`config.mk`:
```
export PLATFORM = sky130hd
export DESIGN_NAME = iob_bus_split
export DESIGN_NICKNAME = d
export VERILOG_FILES = /design/src/logic/wb_iob_pkg.sv /design/src/logic/iob_bus_split.sv
export VERILOG_INCLUDE_DIRS = /design/src /design/src/logic
export SDC_FILE = /design/constraint.sdc
export NUM_CORES = 1
export LEC_CHECK = 0
export BUFFER_PORTS_ARGS = -buffer_cell sky130_fd_sc_hd__clkbuf_2
export CAP_MARGIN = 20
export CORE_AREA = 2 2 121 123
export DETAILED_ROUTE_END_ITERATION = 7
export DIE_AREA = 0 0 123 125
export SYNTH_ARGS = -nofsm -noshare
export SYNTH_HDL_FRONTEND = slang
export SYNTH_SLANG_ARGS = --single-unit
```
`constraint.sdc`:
```
create_clock -name clk_i -period 2.8 [get_ports clk_i]
set_input_delay 0.56 -clock clk_i [delete_from_list [all_inputs] [get_ports clk_i]]
set_output_delay 0.56 -clock clk_i [all_outputs]
set_load 0.01 [all_outputs]
```
`src/logic/wb_iob_params.svh`:
```
`ifndef WB_IOB_PARAMS_SVH
`define WB_IOB_PARAMS_SVH

// Bus widths.
`define WB_IOB_ADDR_W 32
`define WB_IOB_DATA_W 32
`define WB_IOB_STRB_W (`WB_IOB_DATA_W / 8)

// RAM word address width for 256 words.
`define WB_IOB_RAM_AW 8

// Address bit that picks the slave. Zero is the RAM, one the CSR block.
`define WB_IOB_SEL_BIT 12

// Byte offsets inside the CSR block.
`define WB_IOB_CSR_SCRATCH   4'h0
`define WB_IOB_CSR_FLAGS_SET 4'h4
`define WB_IOB_CSR_FLAGS_CLR 4'h8

`endif

```
`src/logic/wb_iob_pkg.sv`:
```
`include "wb_iob_params.svh"

package wb_iob_pkg;

   // ==============================
   // Wishbone side
   // ==============================

   typedef struct packed {
      logic [`WB_IOB_ADDR_W-1:0] addr;
      logic [`WB_IOB_STRB_W-1:0] sel;   // Byte selects.
      logic                      we;
      logic                      cyc;
      logic                      stb;
      logic [`WB_IOB_DATA_W-1:0] data;  // Write data.
   } wb_req_t;

   typedef struct packed {
      logic                      ack;
      logic [`WB_IOB_DATA_W-1:0] data;  // Read data, masked by sel.
   } wb_rsp_t;

   // ==============================
   // IOb side
   // ==============================

   // A zero wstrb marks a read.
   typedef struct packed {
      logic                      avalid;
      logic [`WB_IOB_ADDR_W-1:0] addr;
      logic [`WB_IOB_DATA_W-1:0] wdata;
      logic [`WB_IOB_STRB_W-1:0] wstrb;
   } iob_req_t;

   typedef struct packed {
      logic                      ready;
      logic                      rvalid;
      logic [`WB_IOB_DATA_W-1:0] rdata;
   } iob_rsp_t;

endpackage

```
`src/logic/iob_bus_split.sv`:
```
`include "wb_iob_params.svh"

module iob_bus_split (
   input  logic                 clk_i,
   input  logic                 reset_i,
   input  wb_iob_pkg::iob_req_t req_i,
   output wb_iob_pkg::iob_rsp_t rsp_o,
   output wb_iob_pkg::iob_req_t ram_req_o,
   input  wb_iob_pkg::iob_rsp_t ram_rsp_i,
   output wb_iob_pkg::iob_req_t csr_req_o,
   input  wb_iob_pkg::iob_rsp_t csr_rsp_i
);

   logic sel_csr;
   logic ready;
   logic rd_accept;
   logic rd_csr_q;  // Owner of the outstanding read.

   assign sel_csr = req_i.addr[`WB_IOB_SEL_BIT];
   assign ready   = sel_csr ? csr_rsp_i.ready : ram_rsp_i.ready;

   // ==============================
   // Request steering
   // ==============================

   always_comb begin
      ram_req_o        = req_i;
      ram_req_o.avalid = req_i.avalid & ~sel_csr;
      csr_req_o        = req_i;
      csr_req_o.avalid = req_i.avalid & sel_csr;
   end

   assign rd_accept = req_i.avalid & ready & ~(|req_i.wstrb);

   always_ff @(posedge clk_i) begin
      if (reset_i) begin
         rd_csr_q <= 1'b0;
      end else if (rd_accept) begin
         rd_csr_q <= sel_csr;
      end
   end

   // ==============================
   // Response merge
   // ==============================

   always_comb begin
      rsp_o.ready = ready;
      if (rd_csr_q) begin
         rsp_o.rvalid = csr_rsp_i.rvalid;
         rsp_o.rdata  = csr_rsp_i.rdata;
      end else begin
         rsp_o.rvalid = ram_rsp_i.rvalid;
         rsp_o.rdata  = ram_rsp_i.rdata;
      end
   end

endmodule

```
# Word level (Yosys, flattened, before mapping)
# Index checks and enable logic that the tools add are counted.
# Widths: inputs -> output; s select.
[op_classes]
addsub = 0
n_mul = 0
div_mod_pow = 0
magnitude_cmp = 0
eq_ne = 0
shift = 0
n_mux = 2
bitwise = 6
reduce_logical = 1
[op_table]
columns = ["operator", "count"]
rows = [
  ["$mux 33", 1],
  ["$and 1x1->1", 4],
  ["$reduce_or 4->1", 1],
  ["$not 1->1", 2],
  ["$mux 1", 1],
]
[totals]
regBits = 1
latchBits = 0
ramBits = 0
mem_bits_ro = 0
in_bits = 139
output_inout_bits = 172
word_cells = 10
mem_count = 0

# Longest topological paths before layout
[logic_depth]
word_depth = 3
ltp_mapped = 3
depth_no_buf = 3

# Worst setup path before layout
# OpenSTA, ideal clock, no wires.
[synth_path]
path_kind = "input-to-output"
start = "in req_i[48] (netlist bit)"
end = "out rsp_o[33] (netlist bit)"
arrival_time_ns = 0.987
required_ns = 2.240
slack_ns = 1.253
cell_stages = 2
n_path_buf = 1
path_cell_list = "mux2_4 -> buf_4"
[synth_rtl]
columns = ["element", "line_no", "text"]
rows = [
  ["start: declaration", "iob_bus_split.sv:6", "input wb_iob_pkg::iob_req_t req_i,"],
  ["end: declaration", "iob_bus_split.sv:7", "output wb_iob_pkg::iob_rsp_t rsp_o,"],
]

==> impl_metrics.json <==
{
  "run_status": "finished clean",
  "syn_area_sq_um": 1650,
  "drc": 0,
  "worstMarginPinSlew_ps": 439,
  "synth_mux_area_share_pct": 30.8,
  "p_total_w": 0.000175,
  "track_usage_pct": 3.83,
  "reg.largest.list": "rd_csr_q: 1 flops",
  "mostFrequentLayoutCells": "clkbuf_2 (121), mux2_4 (31), mux2_1 (3)",
  "grt_overflow_total": 0,
  "row_count": 44,
  "post-cts-setup-buffers": 0,
  "syn_avg_cell_area_sq_um": 9.03,
  "die-area_sq_um": 15400,
  "grt_max_degree": 29,
  "top_register": "rd_csr_q",
  "crit_type": "register to output pin",
  "max_cap_viol_count": 0,
  "vias": 915,
  "power_density_nw_per_um2": 122,
  "vias_per_cell": 2.63,
  "hold_path.class": "register to register",
  "ir_drop_uv": 24.1,
  "place_congestion": 0.581,
  "num_antenna_cells": 0,
  "syn_inst": 183,
  "firstDrtPassIters": 2,
  "required_ps": 2240,
  "drv_slew": 0,
  "finalHoldViolCount": 0,
  "finalSetupViolCount": 0,
  "fill_cells": 1658,
  "worstRegToRegCells": 2,
  "drtIter0Drc": 9,
  "grt_pass1_wl_um": 4650,
  "final_cell_count_no_fill": 348,
  "multi_input_area_sq_um": 559,
  "synth.largest_area_cell": "buf_4",
  "grt_pass1_vias": 894,
  "yosysWarnings": 0,
  "mostFrequentLayoutCell": "clkbuf_2",
  "seq_area_frac_synth_pct": 1.21,
  "die_w_um": 123,
  "finalSetupTns_ps": 0,
  "p_leak_nw": 0.767,
  "drive_gt1_share_pct": 95.1,
  "skew_ps": 0,
  "die_y_um": 125,
  "yosysTopAreaCellShare_pct": 62.2,
  "largest_register_ffs": 1,
  "worstPathMaxFanout": 28,
  "synth_nets": 322,
  "post_drt_wl_per_cell_um": 10.5,
  "synthTopCellsByArea": "buf_4 (62%), mux2_4 (28%), buf_6 (2.7%)",
  "synth-adder-area-share_pct": 0,
  "fin_nets": 305,
  "ys_types": 12,
  "min_path_cells": 2,
  "ys_seq_elements": 1,
  "ios": 311,
  "rsz0062_at_grt": "false",
  "portBuffers": 121,
  "postCtsResizedCells": 0,
  "dp.cells": 348,
  "clock_latency_ps": 0,
  "min_period_over_period_pct": 61.9,
  "seqCellArea_sq_um": 21.3,
  "clkTransAtPathRegs_ps": 0,
  "max_freq_ghz": 0.577,
  "routed_wl_um": 3670,
  "setup.worst_path.start_class": "register",
  "synth_compound_area_share_pct": 0,
  "relSlewSlack_pct": 70.5,
  "critPathArrivalTime_ps": 1170,
  "antenna_found_initial": 0,
  "synth_simple_gate_area_share_pct": 3.03,
  "synth_top_family_by_area": "buffers and inverters",
  "ant_nets": 0,
  "synth_xor_area_share_pct": 0,
  "syn_to_final_growth_pct": -13.1,
  "hold_ws_ps": 564,
  "start_util_pct": 11.6,
  "core_sq_um": 14200,
  "min_period_ps": 1730,
  "ctsHoldBuffers": 0,
  "critPathCaptureType": "output pin"
}
[path summary, 6_finish.rpt]
check	endpoint	slack (ps)	startpoint
setup / recovery	rsp_o[30]	1070	rd_csr_q
hold / removal	rd_csr_q	560	rd_csr_q
setup reg to reg	rd_csr_q	2090	rd_csr_q
hold reg to reg	rd_csr_q	560	rd_csr_q
[kinds of logic (layout without fill, tap and decap cells)]
group                  count (synthesis)  in the layout
buffers and inverters                141            122
muxes                                 35             35
and+or+nand+nor                        6              6
DFF                                    1              1
[cells in the mapped netlist]
cell type,n
nor4_2,1
mux2_4,31
mux2_1,3
and2_1,1
nand2b_1,1
buf_4,137
nand3_2,1
buf_6,4
and2b_1,1
dfxtp_1,1
mux2i_1,1
or2b_1,1
[final cells by class]
class                   count  area share [%]
well taps                 184            16.0
multi-input cells          41            38.9
flip-flops and latches      1            1.48
repair buffers            122            43.6
[metrics by stage]
step           util [%]  area, sq um  setup slack (ps)
4_1_cts            10.1         1440              1050
5_1_grt            10.1         1440               998
6_report           10.1         1440              1070
3_5_place_dp       10.1         1440              1050
2_1_floorplan         -         1650              1250
3_3_place_gp       10.1         1440              1060
[power by group]
group	switching [W]	internal, W
clock	0	0
combinational	0.0000632	0.0000967
sequential	0.000000376	0.0000147
[routing by layer]
layer	track usage [%]	vias to the layer above	share of wire (%)
li1	-	410	-
met1	3.75	396	32
met2	6.95	76	48
met3	1.00	33	14
met4	2.54	0	5.5
met5	0	-	0
[critical path, stage by stage (launching register included)]
cell      delay (ps)
dfxtp_2          440
buf_12           260
mux2_1           340
clkbuf_2         130
No activity file was read; power rests on OpenSTA's default activity.
