[config.mk]
export PLATFORM = sky130hd
export DESIGN_NAME = wb2iob_bridge
export DESIGN_NICKNAME = d
export VERILOG_FILES = /design/src/logic/wb_iob_pkg.sv /design/src/logic/wb2iob_bridge.sv
export VERILOG_INCLUDE_DIRS = /design/src /design/src/logic
export SDC_FILE = /design/constraint.sdc
export NUM_CORES = 1
export LEC_CHECK = 0
export BUFFER_PORTS_ARGS = -buffer_cell sky130_fd_sc_hd__buf_2
export CAP_MARGIN = 20
export CORE_AREA = 2 2 81 83
export CTS_CLUSTER_DIAMETER = 80
export CTS_CLUSTER_SIZE = 24
export DETAILED_ROUTE_END_ITERATION = 8
export DIE_AREA = 0 0 83 85
export PLACE_DENSITY = 0.61
export SLEW_MARGIN = 10
export SYNTH_ARGS = -nofsm -noshare
export SYNTH_HDL_FRONTEND = slang
export SYNTH_SLANG_ARGS = --single-unit
[constraint.sdc]
create_clock -name clk_i -period 1.05 [get_ports clk_i]
set_clock_uncertainty 0.05 [all_clocks]
set_input_delay 0.105 -clock clk_i [delete_from_list [all_inputs] [get_ports clk_i]]
set_output_delay 0.105 -clock clk_i [all_outputs]
set_load 0.05 [all_outputs]
[src/logic/wb_iob_params.svh]
`ifndef WB_IOB_PARAMS_SVH
`define WB_IOB_PARAMS_SVH

// Bus widths.
`define WB_IOB_ADDR_W 32
`define WB_IOB_DATA_W 32
`define WB_IOB_STRB_W (`WB_IOB_DATA_W / 8)

// RAM word address width for 256 words.
`define WB_IOB_RAM_AW 8

// Address bit that picks the slave. Zero is the RAM, one the CSR block.
`define WB_IOB_SEL_BIT 12

// Byte offsets inside the CSR block.
`define WB_IOB_CSR_SCRATCH   4'h0
`define WB_IOB_CSR_FLAGS_SET 4'h4
`define WB_IOB_CSR_FLAGS_CLR 4'h8

`endif

[src/logic/wb_iob_pkg.sv]
`include "wb_iob_params.svh"

package wb_iob_pkg;

   // ==============================
   // Wishbone side
   // ==============================

   typedef struct packed {
      logic [`WB_IOB_ADDR_W-1:0] addr;
      logic [`WB_IOB_STRB_W-1:0] sel;   // Byte selects.
      logic                      we;
      logic                      cyc;
      logic                      stb;
      logic [`WB_IOB_DATA_W-1:0] data;  // Write data.
   } wb_req_t;

   typedef struct packed {
      logic                      ack;
      logic [`WB_IOB_DATA_W-1:0] data;  // Read data, masked by sel.
   } wb_rsp_t;

   // ==============================
   // IOb side
   // ==============================

   // A zero wstrb marks a read.
   typedef struct packed {
      logic                      avalid;
      logic [`WB_IOB_ADDR_W-1:0] addr;
      logic [`WB_IOB_DATA_W-1:0] wdata;
      logic [`WB_IOB_STRB_W-1:0] wstrb;
   } iob_req_t;

   typedef struct packed {
      logic                      ready;
      logic                      rvalid;
      logic [`WB_IOB_DATA_W-1:0] rdata;
   } iob_rsp_t;

endpackage

[src/logic/wb2iob_bridge.sv]
`include "wb_iob_params.svh"

module wb2iob_bridge (
   input  logic                 clk_i,
   input  logic                 reset_i,
   input  wb_iob_pkg::wb_req_t  wb_req_i,
   output wb_iob_pkg::wb_rsp_t  wb_rsp_o,
   output wb_iob_pkg::iob_req_t iob_req_o,
   input  wb_iob_pkg::iob_rsp_t iob_rsp_i
);

   logic                      ack;
   logic                      avalid;
   logic [`WB_IOB_STRB_W-1:0] wstrb;
   logic                      wack;
   logic                      wack_q;
   logic [`WB_IOB_DATA_W-1:0] data_mask;

   // ==============================
   // Request path
   // ==============================

   assign ack    = iob_rsp_i.rvalid | wack_q;
   assign avalid = wb_req_i.cyc & wb_req_i.stb & ~ack;  // No new request in the ack cycle.
   assign wstrb  = wb_req_i.we ? wb_req_i.sel : '0;

   always_comb begin
      iob_req_o.avalid = avalid;
      iob_req_o.addr   = wb_req_i.addr;
      iob_req_o.wdata  = wb_req_i.data;
      iob_req_o.wstrb  = wstrb;
   end

   // ==============================
   // Response path
   // ==============================

   // Write is acked the cycle after the slave takes it.
   assign wack = avalid & iob_rsp_i.ready & (|wstrb);

   always_ff @(posedge clk_i) begin
      if (reset_i) begin
         wack_q <= 1'b0;
      end else begin
         wack_q <= wack;
      end
   end

   always_comb begin
      for (int i = 0; i < `WB_IOB_STRB_W; i++) begin
         data_mask[8*i +: 8] = {8{wb_req_i.sel[i]}};
      end
   end

   always_comb begin
      wb_rsp_o.ack  = ack;
      wb_rsp_o.data = iob_rsp_i.rdata & data_mask;  // Unselected lanes read as zero.
   end

endmodule

* Yosys cells after proc, flatten, opt, wreduce, memory -nomap -nowiden *
Index checks and enable logic that the tools add are counted.

storage, ports and cells
  flip-flop bits (word level) = 1
  input port bits = 107
  output and inout port bits = 102
  logic and storage cells = 10

operators by class
  multiplexer cells = 1
  bitwise logic cells = 7
  reduce and logical (&&, ||, !) cells = 1

operators with widths
  kind             number
  $and 32x32->32   1
  $and 1x1->1      4
  $mux 4           1
  $reduce_or 4->1  1
  $not 1->1        1
  $or 1x1->1       1

* Depth between registers and ports, before layout *
  depth after elaboration = 5
  gate-level depth with buffers = 3
  depth with buffers taken out = 2

* Worst setup path after synthesis *
OpenSTA, ideal clock, no wires.

  path type = register to output
  from = reg wack_q
  to = out iob_req_o[68] in the netlist's numbering
  arrival = 810 ps
  data required time = 895 ps
  slack = 85 ps
  cell stages (with the launch flop) = 4
  buffers on the path = 1
  cell sequence = dfxtp_1 -> or2_4 -> nor2_1 -> buf_4

on the way
  cells in the longest elaborated chain, start to end = 3

RTL lines
  item                    line                 text
  from (decl)             wb2iob_bridge.sv:16  logic wack_q;
  from (signal assigned)  wb2iob_bridge.sv:45  wack_q <= wack;
  $or 1x1->1              wb2iob_bridge.sv:23  assign ack = iob_rsp_i.rvalid | wack_q;
  named net ack           wb2iob_bridge.sv:12  logic ack;
  $not 1->1               wb2iob_bridge.sv:24  assign avalid = wb_req_i.cyc & wb_req_i.stb & ~ack;
  $and 1x1->1             wb2iob_bridge.sv:24
  to (decl)               wb2iob_bridge.sv:8   output wb_iob_pkg::iob_req_t iob_req_o,

The timed path passes the listed nets, and every way through them passes these cells.

==> reports/results.txt <==
Via count -> 636
Element type at the critical path start -> flip-flop
Worst slew slack as a fraction of its limit -> 0.804
Vert. Die Dim -> 85 µm
Capture point of the worst path -> iob_req_o[68]
Delay of the slowest critical-path stage -> 0.27 ns
Cts hold-fix bufs -> 0
Static leakage -> 0.466 nW
Element type at the critical path end -> output pin
Number of I/O pins -> 209
Highest-delay cell along the critical path -> dfxtp_1
Final weighted congestion in routability-driven placement -> 0.664
Min cycle time layout -> 0.982 ns
Min Hold Slack -> 0.160 ns
Largest net degree at the start of global routing -> 11
Type of the worst setup path -> reg -> out
Reg power frac -> 0.072
Highest attainable clock frequency -> 1020 MHz
Crit path cell chain -> or2_4 > nor2_1 > buf_4
Total of flip-flops plus latches after synthesis -> 1
Net switching power of the design -> 357 µW
Pwr Density -> 682 nW/µm²
Layout Area Growth over Synthesis -> 0.474%
Post-Synthesis Net Count -> 216
Final number of hold-violating endpoints -> 0
RSZ-0062 raised after global routing -> false
Gr ovfl total -> 0
Area of the die -> 7060 µm²
Die width -> 83 µm
Summed instance area of the synthesized netlist -> 792 µm²
Clock latency of the later-clocked register in the worst-skew pair -> 0 ns
Placement row count -> 29
Port buffer count -> 80
Number of nets in the final layout -> 232
DR iter-0 viols -> 4
Share of layout cells above drive strength 1 -> 0.675
Total routed wirelength -> 2150 µm
Outcome -> finished, final reports clean
Remaining antenna violation count after routing -> 0
Net switching fraction of the power -> 0.658
Fill cell count -> 713
Sum Neg Setup Slack -> 0 ns
Portion of the post-synthesis area used by sequential elements -> 0.0253
Number of design rule violations left after detail routing -> 0
Number of diodes -> 0
Number of distinct library cells after synthesis -> 9
Effective utilization at floorplan -> 0.128
Arrival time worst endpoint -> 0.83 ns
Part of the cycle the worst path needs -> 0.935
Setup slack of the worst register-to-register path -> 0.12 ns
First-pass GRT wire length -> 3110 µm
Capture point of the worst reg-to-reg path -> wack_q$_SDFF_PP0_
Initial antenna violation count -> 0
CP startpoint -> wack_q$_SDFF_PP0_
Clock transition at path regs -> 0 ns
Max-slew violation total from the final report -> 0
First drt pass iteration count -> 2
Area of the core -> 6200 µm²
R2r startpoint -> wack_q$_SDFF_PP0_
Clock network fraction of total power -> 0
Flip-flop count of the largest register, all copies and words added -> 1
Total of max-cap violations -> 0
Crit path max fanout -> 3
Average footprint of a synthesized cell -> 7.27 µm²
Post-synthesis instance total -> 109
Combinational group share of total power -> 0.928
Average via count per standard cell -> 3.18
Worst R2R Path Depth -> 2
Overall track demand over capacity in global routing -> 0.0535
Hold path start -> wb_req_i[16]
Vias in the first global route -> 631
Internal power -> 185 µW
Worst hold path type -> in -> out
Worst voltage drop across the vdd grid -> 0.000140 V
Number of failing setup endpoints in the final timing report -> 0
Largest registers -> wack_q: 1 flops
Required time of the worst setup path -> 0.89 ns
Count of yosys warnings during synthesis -> 0
Largest register by flop count -> wack_q
Transition time at the pin with the least slew margin -> 0.291 ns
Avg WL per Cell -> 10.8 µm
## kinds of logic after synthesis
| logic type | after synthesis | share of synthesized area |
|---|---|---|
| flip-flops | 1 | 0.0253 |
| AND/OR/NAND/NOR | 41 | 0.329 |
| AO/OA/AOI/OAI | 1 | 0.0205 |
| buffers and inverters | 66 | 0.626 |
## cell usage after synthesis (all sizes together)
master / n / area, µm²
nor2: 1 / 3.75
nand2: 1 / 3.75
nand2b: 1 / 6.26
dfxtp: 1 / 20.0
and2: 36 / 225
or2: 1 / 8.76
buf: 66 / 495
nor4: 1 / 12.5
o41ai: 1 / 16.3
## worst min path at each step
stage | to | slack (ns) | cells past startpoint
2_1_floorplan | wack_q$_SDFF_PP0_ | 0.18 | 2
3_3_place_gp | iob_req_o[17] | 0.16 | 0
3_5_place_dp | iob_req_o[17] | 0.16 | 0
4_1_cts | iob_req_o[17] | 0.16 | 0
5_1_grt | iob_req_o[22] | 0.16 | 0
6_report | iob_req_o[20] | 0.16 | 0
## worst max-delay path: cells and delay by family, from the launching register on
kind	cells	cell delay, ns
buffers and inverters	1	0.20
flip-flops	1	0.27
AND/OR/NAND/NOR	2	0.36
## per-layer routing
| layer | part of all wire | wire length, µm | global-route usage | vias up |
|---|---|---|---|---|
| met5 | 0 | 0 | 0 | - |
| met4 | 0.095 | 204 | 0.0477 | 0 |
| met3 | 0.13 | 286 | 0.0156 | 26 |
| met2 | 0.49 | 1050 | 0.105 | 62 |
| met1 | 0.28 | 606 | 0.0420 | 252 |
| li1 | - | - | - | 296 |
## layout make-up
class                   instances  area [µm²]  share of cell area
multi-input cells              42         277               0.347
well taps                      77        96.3               0.121
flip-flops and latches          1        20.0              0.0252
repair buffers                 80         403               0.506
## power groups by stage
| stage | clock [mW] | sequential (mW) | combinational [mW] |
|---|---|---|---|
| global route | 0 | 0.0393 | 0.530 |
| finish | 0 | 0.0392 | 0.503 |
| detailed placement | 0 | 0.0392 | 0.508 |
| floorplan | 0 | 0.0392 | 1.00 |
| CTS | 0 | 0.0392 | 0.509 |
| global placement | 0 | 0.0392 | 0.504 |
## cells in the final DEF, fill, tap and decap left out, drive strengths merged
| cell type | count |
|---|---|
| dfxtp | 1 |
| o41ai | 1 |
| nor2 | 1 |
| and2 | 36 |
| nand2b | 1 |
| buf | 80 |
| or2 | 1 |
| nand2 | 1 |
| nor4 | 1 |
## metrics by stage
| step | util | std cells | cell area (µm²) | power [mW] | setup WS [ns] |
|---|---|---|---|---|---|
| 2_1_floorplan | - | 109 | 792 | 1.04 | 0.0852 |
| 3_3_place_gp | 0.128 | 200 | 793 | 0.543 | 0.00969 |
| 3_5_place_dp | 0.128 | 200 | 793 | 0.548 | 0.0120 |
| 4_1_cts | 0.128 | 200 | 793 | 0.548 | 0.0111 |
| 5_1_grt | 0.128 | 200 | 796 | 0.570 | 0.0172 |
| 6_report | 0.128 | 200 | 796 | 0.542 | 0.0678 |
## timing repair
item,in CTS,in global routing
buffers inserted,0,0
setup endpoints to repair,0,1
resized for setup,0,2
(Power assumes the default switching activity.)
