`src/logic/wb_iob_params.svh`:
```
`ifndef WB_IOB_PARAMS_SVH
`define WB_IOB_PARAMS_SVH

// Bus widths.
`define WB_IOB_ADDR_W 32
`define WB_IOB_DATA_W 32
`define WB_IOB_STRB_W (`WB_IOB_DATA_W / 8)

// RAM word address width for 256 words.
`define WB_IOB_RAM_AW 8

// Address bit that picks the slave. Zero is the RAM, one the CSR block.
`define WB_IOB_SEL_BIT 12

// Byte offsets inside the CSR block.
`define WB_IOB_CSR_SCRATCH   4'h0
`define WB_IOB_CSR_FLAGS_SET 4'h4
`define WB_IOB_CSR_FLAGS_CLR 4'h8

`endif

```
`src/logic/wb_iob_pkg.sv`:
```
`include "wb_iob_params.svh"

package wb_iob_pkg;

   // ==============================
   // Wishbone side
   // ==============================

   typedef struct packed {
      logic [`WB_IOB_ADDR_W-1:0] addr;
      logic [`WB_IOB_STRB_W-1:0] sel;   // Byte selects.
      logic                      we;
      logic                      cyc;
      logic                      stb;
      logic [`WB_IOB_DATA_W-1:0] data;  // Write data.
   } wb_req_t;

   typedef struct packed {
      logic                      ack;
      logic [`WB_IOB_DATA_W-1:0] data;  // Read data, masked by sel.
   } wb_rsp_t;

   // ==============================
   // IOb side
   // ==============================

   // A zero wstrb marks a read.
   typedef struct packed {
      logic                      avalid;
      logic [`WB_IOB_ADDR_W-1:0] addr;
      logic [`WB_IOB_DATA_W-1:0] wdata;
      logic [`WB_IOB_STRB_W-1:0] wstrb;
   } iob_req_t;

   typedef struct packed {
      logic                      ready;
      logic                      rvalid;
      logic [`WB_IOB_DATA_W-1:0] rdata;
   } iob_rsp_t;

endpackage

```
`src/logic/iob_csr_slave.sv`:
```
`include "wb_iob_params.svh"

module iob_csr_slave (
   input  logic                 clk_i,
   input  logic                 reset_i,
   input  wb_iob_pkg::iob_req_t req_i,
   output wb_iob_pkg::iob_rsp_t rsp_o
);

   logic [3:0]                offset;
   logic                      wr_en;
   logic                      rd_en;
   logic [`WB_IOB_DATA_W-1:0] wmask;
   logic [`WB_IOB_DATA_W-1:0] wbits;
   logic [`WB_IOB_DATA_W-1:0] scratch_q;
   logic [`WB_IOB_DATA_W-1:0] flags_q;
   logic [`WB_IOB_DATA_W-1:0] rdata_q;
   logic                      rvalid_q;

   assign offset = req_i.addr[3:0];
   assign wr_en  = req_i.avalid & (|req_i.wstrb);
   assign rd_en  = req_i.avalid & ~(|req_i.wstrb);

   always_comb begin
      for (int i = 0; i < `WB_IOB_STRB_W; i++) begin
         wmask[8*i +: 8] = {8{req_i.wstrb[i]}};
      end
   end

   assign wbits = req_i.wdata & wmask;  // Strobed data bytes only.

   // ==============================
   // Registers
   // ==============================

   always_ff @(posedge clk_i) begin
      if (reset_i) begin
         scratch_q <= '0;
         flags_q   <= '0;
         rvalid_q  <= 1'b0;
      end else begin
         rvalid_q <= rd_en;
         if (wr_en) begin
            case (offset)
               `WB_IOB_CSR_SCRATCH:   scratch_q <= (scratch_q & ~wmask) | wbits;
               `WB_IOB_CSR_FLAGS_SET: flags_q   <= flags_q | wbits;   // W1S.
               `WB_IOB_CSR_FLAGS_CLR: flags_q   <= flags_q & ~wbits;  // W1C.
               default: ;
            endcase
         end
      end
   end

   // Read data register.
   always_ff @(posedge clk_i) begin
      if (rd_en) begin
         case (offset)
            `WB_IOB_CSR_SCRATCH:   rdata_q <= scratch_q;
            `WB_IOB_CSR_FLAGS_SET: rdata_q <= flags_q;
            `WB_IOB_CSR_FLAGS_CLR: rdata_q <= flags_q;
            default:               rdata_q <= '0;
         endcase
      end
   end

   always_comb begin
      rsp_o.ready  = 1'b1;
      rsp_o.rvalid = rvalid_q;
      rsp_o.rdata  = rdata_q;
   end

endmodule

```
`config.mk`:
```
export PLATFORM = sky130hd
export DESIGN_NAME = iob_csr_slave
export DESIGN_NICKNAME = d
export VERILOG_FILES = /design/src/logic/wb_iob_pkg.sv /design/src/logic/iob_csr_slave.sv
export VERILOG_INCLUDE_DIRS = /design/src /design/src/logic
export SDC_FILE = /design/constraint.sdc
export NUM_CORES = 1
export LEC_CHECK = 0
export ABC_AREA = 1
export BUFFER_PORTS_ARGS = -buffer_cell sky130_fd_sc_hd__buf_4
export CORE_ASPECT_RATIO = 1.25
export CORE_MARGIN = 5
export CORE_UTILIZATION = 54
export DETAILED_ROUTE_END_ITERATION = 10
export GPL_TIMING_DRIVEN = 1
export PLACE_DENSITY = 0.78
export SLEW_MARGIN = 40
export SYNTH_ARGS = -nofsm -noshare
export SYNTH_HDL_FRONTEND = slang
export SYNTH_SLANG_ARGS = --single-unit
```
`constraint.sdc`:
```
create_clock -name clk_i -period 3.17 [get_ports clk_i]
set_input_delay 0.317 -clock clk_i [delete_from_list [all_inputs] [get_ports clk_i]]
set_output_delay 0.317 -clock clk_i [all_outputs]
set_load 0.05 [all_outputs]
```
## Yosys cells after proc, flatten, opt, wreduce, memory -nomap -nowiden

Index checks and enable logic that the tools add are counted.

| operators by class | value |
|---|---|
| $add $sub $neg | 0 |
| multiply operators | 0 |
| divide/modulo/power cells | 0 |
| order comparisons | 0 |
| equality and inequality tests | 2 |
| shift operators | 0 |
| mux-type cells | 2 |
| bitwise logic cells | 10 |
| reductions and logical operators | 6 |

Operators by type and width:

| kind | number |
|---|---|
| 32-bit case mux with 2 select lines | 2 |
| 32-bit AND | 3 |
| 32-bit inverter | 2 |
| 32-bit OR | 2 |
| 4-bit by 3-bit equality test with 1-bit output (second input constant) | 1 |
| 4-bit equality test (second input constant) | 1 |
| 4-bit logical NOT | 1 |
| 2-bit AND reduction | 2 |
| 4-bit OR reduction | 1 |
| 1-bit AND | 2 |
| 2-bit nonzero test | 1 |
| 2-bit OR reduction | 1 |
| 1-bit inverter | 1 |

| storage, ports and cells | value |
|---|---|
| bits in registers | 97 |
| latch bits | 0 |
| RAM bits | 0 |
| memory bits (read-only) | 0 |
| input port bits | 71 |
| output and inout port bits | 34 |
| word-level logic and storage cells | 24 |
| memories | 0 |

## Logic depth before layout (Yosys ltp)

| depth | value |
|---|---|
| word-level depth | 4 |
| gate-level depth with buffers | 9 |
| depth with buffers taken out | 8 |

## Least setup slack after synthesis

Ideal clock, no wire load.

| path | value |
|---|---|
| path type | input -> register |
| start point | input req_i[1] (netlist bit) |
| end point | register rdata_q[0] (enable) |
| setup time | 0.421 ns |
| data arrival time | 2.053 ns |
| data required time | 2.749 ns |
| setup slack | 0.696 ns |
| stages | 4 |
| buffers on the path | 1 |
| path through | buf_4 -> nor2_1 -> nand2_2 -> nor2_1 |

| between the ends | value |
|---|---|
| cells in the longest elaborated chain, start to end | 3 |

Ends and longest elaborated chain:

| element | line | source |
|---|---|---|
| start: declaration | iob_csr_slave.sv:6 | `input wb_iob_pkg::iob_req_t req_i,` |
| 4-bit OR reduction | iob_csr_slave.sv:22 | `assign rd_en = req_i.avalid & ~(\|req_i.wstrb);` |
| 1-bit inverter | iob_csr_slave.sv:22 |  |
| 1-bit AND | iob_csr_slave.sv:22 |  |
| via rd_en | iob_csr_slave.sv:12 | `logic rd_en;` |
| end signal: assignment | iob_csr_slave.sv:58 | `` `WB_IOB_CSR_SCRATCH: rdata_q <= scratch_q; `` |
| end signal: assignment | iob_csr_slave.sv:59 | `` `WB_IOB_CSR_FLAGS_SET: rdata_q <= flags_q; `` |
| end signal: assignment | iob_csr_slave.sv:60 | `` `WB_IOB_CSR_FLAGS_CLR: rdata_q <= flags_q; `` |
| end: declaration | iob_csr_slave.sv:17 | `` logic [`WB_IOB_DATA_W-1:0] rdata_q; `` |

The timed path passes the listed nets, and every way through them passes these cells.
A chain may end at the register's enable or synchronous reset.

==> results_tabular.tex <==
\begin{tabular}{lr}
\hline
Metric & Value \\
\hline
\multicolumn{2}{l}{\textbf{Logic synthesis}} \\
\quad Fraction of synthesized cell area taken by the top area cell type & 0.283 \\
\quad Number of enable-type register cells in the synthesized netlist & 32 \\
\quad Synth Area in XOR/XNOR & 0 \\
\quad Syn\_nets & between 600 and 700 \\
\quad Area of the mapped netlist & around 4600 µm² \\
\quad Main flop type after synthesis & dfxtp\_1 \\
\quad Post-synthesis mux area share & 0 \\
\quad Share of synthesized area occupied by flip-flops and latches & 0.491 \\
\quad Most instantiated cells after synthesis & nand2\_1 (131), inv\_1 (124), nor2\_1 (67) \\
\quad Fraction of the mapped netlist area in compound gates & 0.0791 \\
\quad Library cell with the largest summed area after synthesis & dfxtp\_1 \\
\quad Number of instances in the synthesized netlist & 598 \\
\quad Count of state elements after synthesis & 97 \\
\quad Share of flip-flops with an asynchronous set or reset & 0 \\
\quad Count leader, synth & nand2\_1 \\
\quad Simple-Gate Fraction of Synth Area & 0.278 \\
\quad Synthesized-area fraction occupied by adder cells & 0 \\
\quad Average cell area after synthesis & 7.70 µm² \\
\quad Combinational family with the most area after synthesis & simple AND/OR/NAND/NOR gates \\
\quad Cell variety after synth & 25 \\
\quad Yosys synthesis warning count & 0 \\
\quad Biggest area contributors in the synthesized netlist & dfxtp\_1 (28\%), edfxtp\_1 (21\%), nand2\_1 (11\%) \\
\multicolumn{2}{l}{\textbf{Cells and area}} \\
\quad Number of diodes & 0 \\
\quad Share of cells above drive strength 1 & 0.163 \\
\quad Area growth, synth to finish & 15.7\% \\
\quad Final nets & 724 \\
\quad \# fillers & 746 \\
\quad Final std cells w/o fill & around 760 \\
\multicolumn{2}{l}{\textbf{Timing}} \\
\quad Worst Tran Pin Value & 757 ps \\
\quad Maximum operating frequency & roughly 0.52 GHz \\
\quad Total of endpoints with negative setup slack in the final report & 0 \\
\quad Setup repair after global routing missed its margin & no \\
\quad Share of the cycle needed by the critical path after routing & 0.607 \\
\quad Worst Clk Skew & $\sim$11 ps \\
\quad Final period demand of the worst path & 1920 ps \\
\quad Total Neg Setup Slack & 0 ps \\
\quad Hold\_ws & 203 ps \\
\quad Slew margin rel. & 0.492 \\
\quad Count of final max-slew check failures & 0 \\
\quad Hold Vio Cnt, Final & 0 \\
\multicolumn{2}{l}{\textbf{Clocking}} \\
\quad Cell at the root of the clock tree & clkbuf\_8 \\
\quad Cts repair resizes & 0 \\
\quad Clock slew at reported path FFs & 90 ps \\
\quad Clock net sink count & just under 100 \\
\quad Maximum count of clock buffers along a single path & 2 \\
\quad Later-pin clock latency in the skew report & 360 ps \\
\quad Cts-stage hold buffer count & 0 \\
\quad TritonCTS clock tree & yes \\
\quad H-Tree Depth & 3 \\
\quad Number of clock buffers inserted by TritonCTS & 9 \\
\quad Number of buffers added for setup after CTS & 0 \\
\multicolumn{2}{l}{\textbf{Floorplanning}} \\
\quad Horiz. Die Dim & 92.6 µm \\
\quad Initial core utilization & 0.556 \\
\quad Die Y & 113 µm \\
\quad Total I/O pin count & around 110 \\
\quad Cell row count & 37 \\
\quad DIE AREA & 10500 µm² \\
\quad Standard cell core area & $\sim$8300 µm² \\
\multicolumn{2}{l}{\textbf{Run}} \\
\quad Number of violations of the max-capacitance limit & 0 \\
\multicolumn{2}{l}{\textbf{Routing}} \\
\quad Aggregate routed wire length & 9920 µm \\
\quad Total iterations of the first detailed-routing run & 4 \\
\quad Iter 0 DRT Violations & 166 \\
\quad Post-route DRC violation count & 0 \\
\quad Via-to-Cell Ratio & a little over 5 \\
\quad DRT antenna net count & 0 \\
\quad Wire length per cell & 13.1 µm \\
\quad Number of vias after detailed routing & 3841 \\
\multicolumn{2}{l}{\textbf{GRT}} \\
\quad Busiest layer in global routing & met2 \\
\quad Initial antenna violation count & 0 \\
\quad Routing usage on met3 & 0.0306 \\
\quad Number of global-route vias before repair & 3755 \\
\quad Aggregate global-route resource usage & 0.197 \\
\quad First-pass GRT wire length & 16700 µm \\
\quad Maximum number of pins on one net before global-route repair & 65 \\
\quad Gr ovfl total & 0 \\
\quad Met1 Track Usage GR & 0.227 \\
\quad Met2 usage in global routing & 0.354 \\
\multicolumn{2}{l}{\textbf{Pwr}} \\
\quad Power density over the cells & approximately 440 nW/µm² \\
\quad Leakage power figure & 0.00237 µW \\
\quad Peak ir drop on the vdd network & between 0.0002 and 0.0003 V \\
\multicolumn{2}{l}{\textbf{Setup path}} \\
\quad Nature of the critical path endpoint & register \\
\quad Number of cells traversed by the worst register-to-register path & 2 \\
\quad Arr. time, crit path & 2230 ps \\
\quad Worst R2R End & rdata\_q[29]\$\_DFFE\_PP\_ \\
\quad Worst reg-to-reg setup slack & 2430 ps \\
\quad Data required, critical path & 3470 ps \\
\quad Largest fanout on the critical path & 35 \\
\quad CP Launch Type & input port \\
\quad Worst Path Class, Setup & input port to register \\
\multicolumn{2}{l}{\textbf{Status}} \\
\quad Status & completed \\
\multicolumn{2}{l}{\textbf{Place}} \\
\quad Weighted congestion at the end of routability-driven global placement & slightly below 0.8 \\
\quad Number of buffer cells added on primary ports & 75 \\
\quad HPWL after detailed placement & between 6000 and 7000 µm \\
\quad Placed insts & 738 \\
\multicolumn{2}{l}{\textbf{Worst hold path}} \\
\quad Hold depth & 2 \\
\quad Hold/Removal Path Class & input port to register \\
\quad Hold path startpoint & reset\_i \\
\hline
\end{tabular}
==> cell type report <==
| class | count | area (µm²) | area share |
|---|---|---|---|
| clock inverter | 5 | 55.1 | 0.0103 |
| clock buffer | 11 | 141 | 0.0265 |
| inverter | 125 | 469 | 0.0880 |
| timing repair buffer | 79 | 618 | 0.116 |
| multi-input combinational | 341 | 1660 | 0.312 |
| tap | 97 | 121 | 0.0228 |
| sequential | 97 | 2260 | 0.424 |
==> where the power goes <==
group / switching, µW / total, µW / internal [µW]
logic: 141 / 225 / 84.0
registers: 5.61 / 1300 / 1290
clock network: 419 / 804 / 384
==> critical path, stage by stage <==
cell and delay [ps]:
buf_4 120, nor2_2 210, nand3_4 430, nor2_8 620, nand2_2 260, nand2_1 120, inv_1 40, nor2_1 90
==> metal layers <==
| layer | part of all wire | vias to the layer above | wire length [µm] |
|---|---|---|---|
| li1 | - | 1952 | - |
| met1 | 0.42 | 1781 | 4180 |
| met2 | 0.51 | 94 | 5040 |
| met3 | 0.052 | 14 | 511 |
| met4 | 0.019 | 0 | 190 |
| met5 | 0 | - | 0 |
==> kinds of logic (layout without fill, tap and decap cells) <==
| family | Yosys count | count (layout) |
|---|---|---|
| flops | 97 | 97 |
| buf+inv | 160 | 220 |
| compound gates | 65 | 65 |
| simple gates | 275 | 275 |
| other cells | 1 | 1 |
==> per-stage QoR <==
| stage | setup WS [ps] | util | total power (µW) | cell area [µm²] |
|---|---|---|---|---|
| 6_report | 1250 | 0.643 | 2330 | 5330 |
| 5_1_grt | 1050 | 0.643 | 2420 | 5330 |
| 4_1_cts | 1210 | 0.641 | 2340 | 5310 |
| 3_5_place_dp | 813 | 0.617 | 1550 | 5110 |
| 3_3_place_gp | 890 | 0.617 | 1540 | 5110 |
| 2_1_floorplan | 696 | - | 1480 | 4610 |
==> how the worst max path moves through the flow <==
| stage | startpoint | to | slack [ps] | depth (start not counted) |
|---|---|---|---|---|
| after CTS | req_i[37] | register | 1210 | 7 |
| after global routing | req_i[37] | register | 1050 | 8 |
| after global placement | req_i[37] | register | 890 | 8 |
| after detailed placement | req_i[37] | register | 810 | 7 |
| final | req_i[37] | register | 1250 | 8 |
| after floorplan | req_i[1] | rdata_q[0]$_DFFE_PP_ | 700 | 4 |
==> cells in the final DEF (no fill, tap or decap) <==
master / synthesis / layout
nand2_2: 5 / 5
clkinv_2: 0 / 1
inv_1: 124 / 123
nor2_2: 1 / 1
nor3_1: 1 / 1
conb_1: 1 / 1
buf_4: 5 / 77
dfxtp_1: 65 / 65
edfxtp_1: 32 / 32
nand2_1: 131 / 131
a21oi_1: 33 / 33
clkinv_4: 0 / 1
nor2_1: 67 / 66
nor3_4: 0 / 1
clkinvlp_4: 0 / 1
clkinv_1: 0 / 2
nand3_1: 32 / 32
nor2_8: 2 / 2
nand2_4: 1 / 1
nor2_4: 0 / 1
o21ai_0: 1 / 1
nand3b_1: 31 / 31
nand4_1: 1 / 1
clkbuf_8: 0 / 10
inv_2: 1 / 1
clkbuf_1: 8 / 1
bufinv_16: 0 / 1
o22ai_1: 31 / 31
buf_12: 0 / 2
nand3_4: 2 / 2
(Power assumes the default switching activity.)
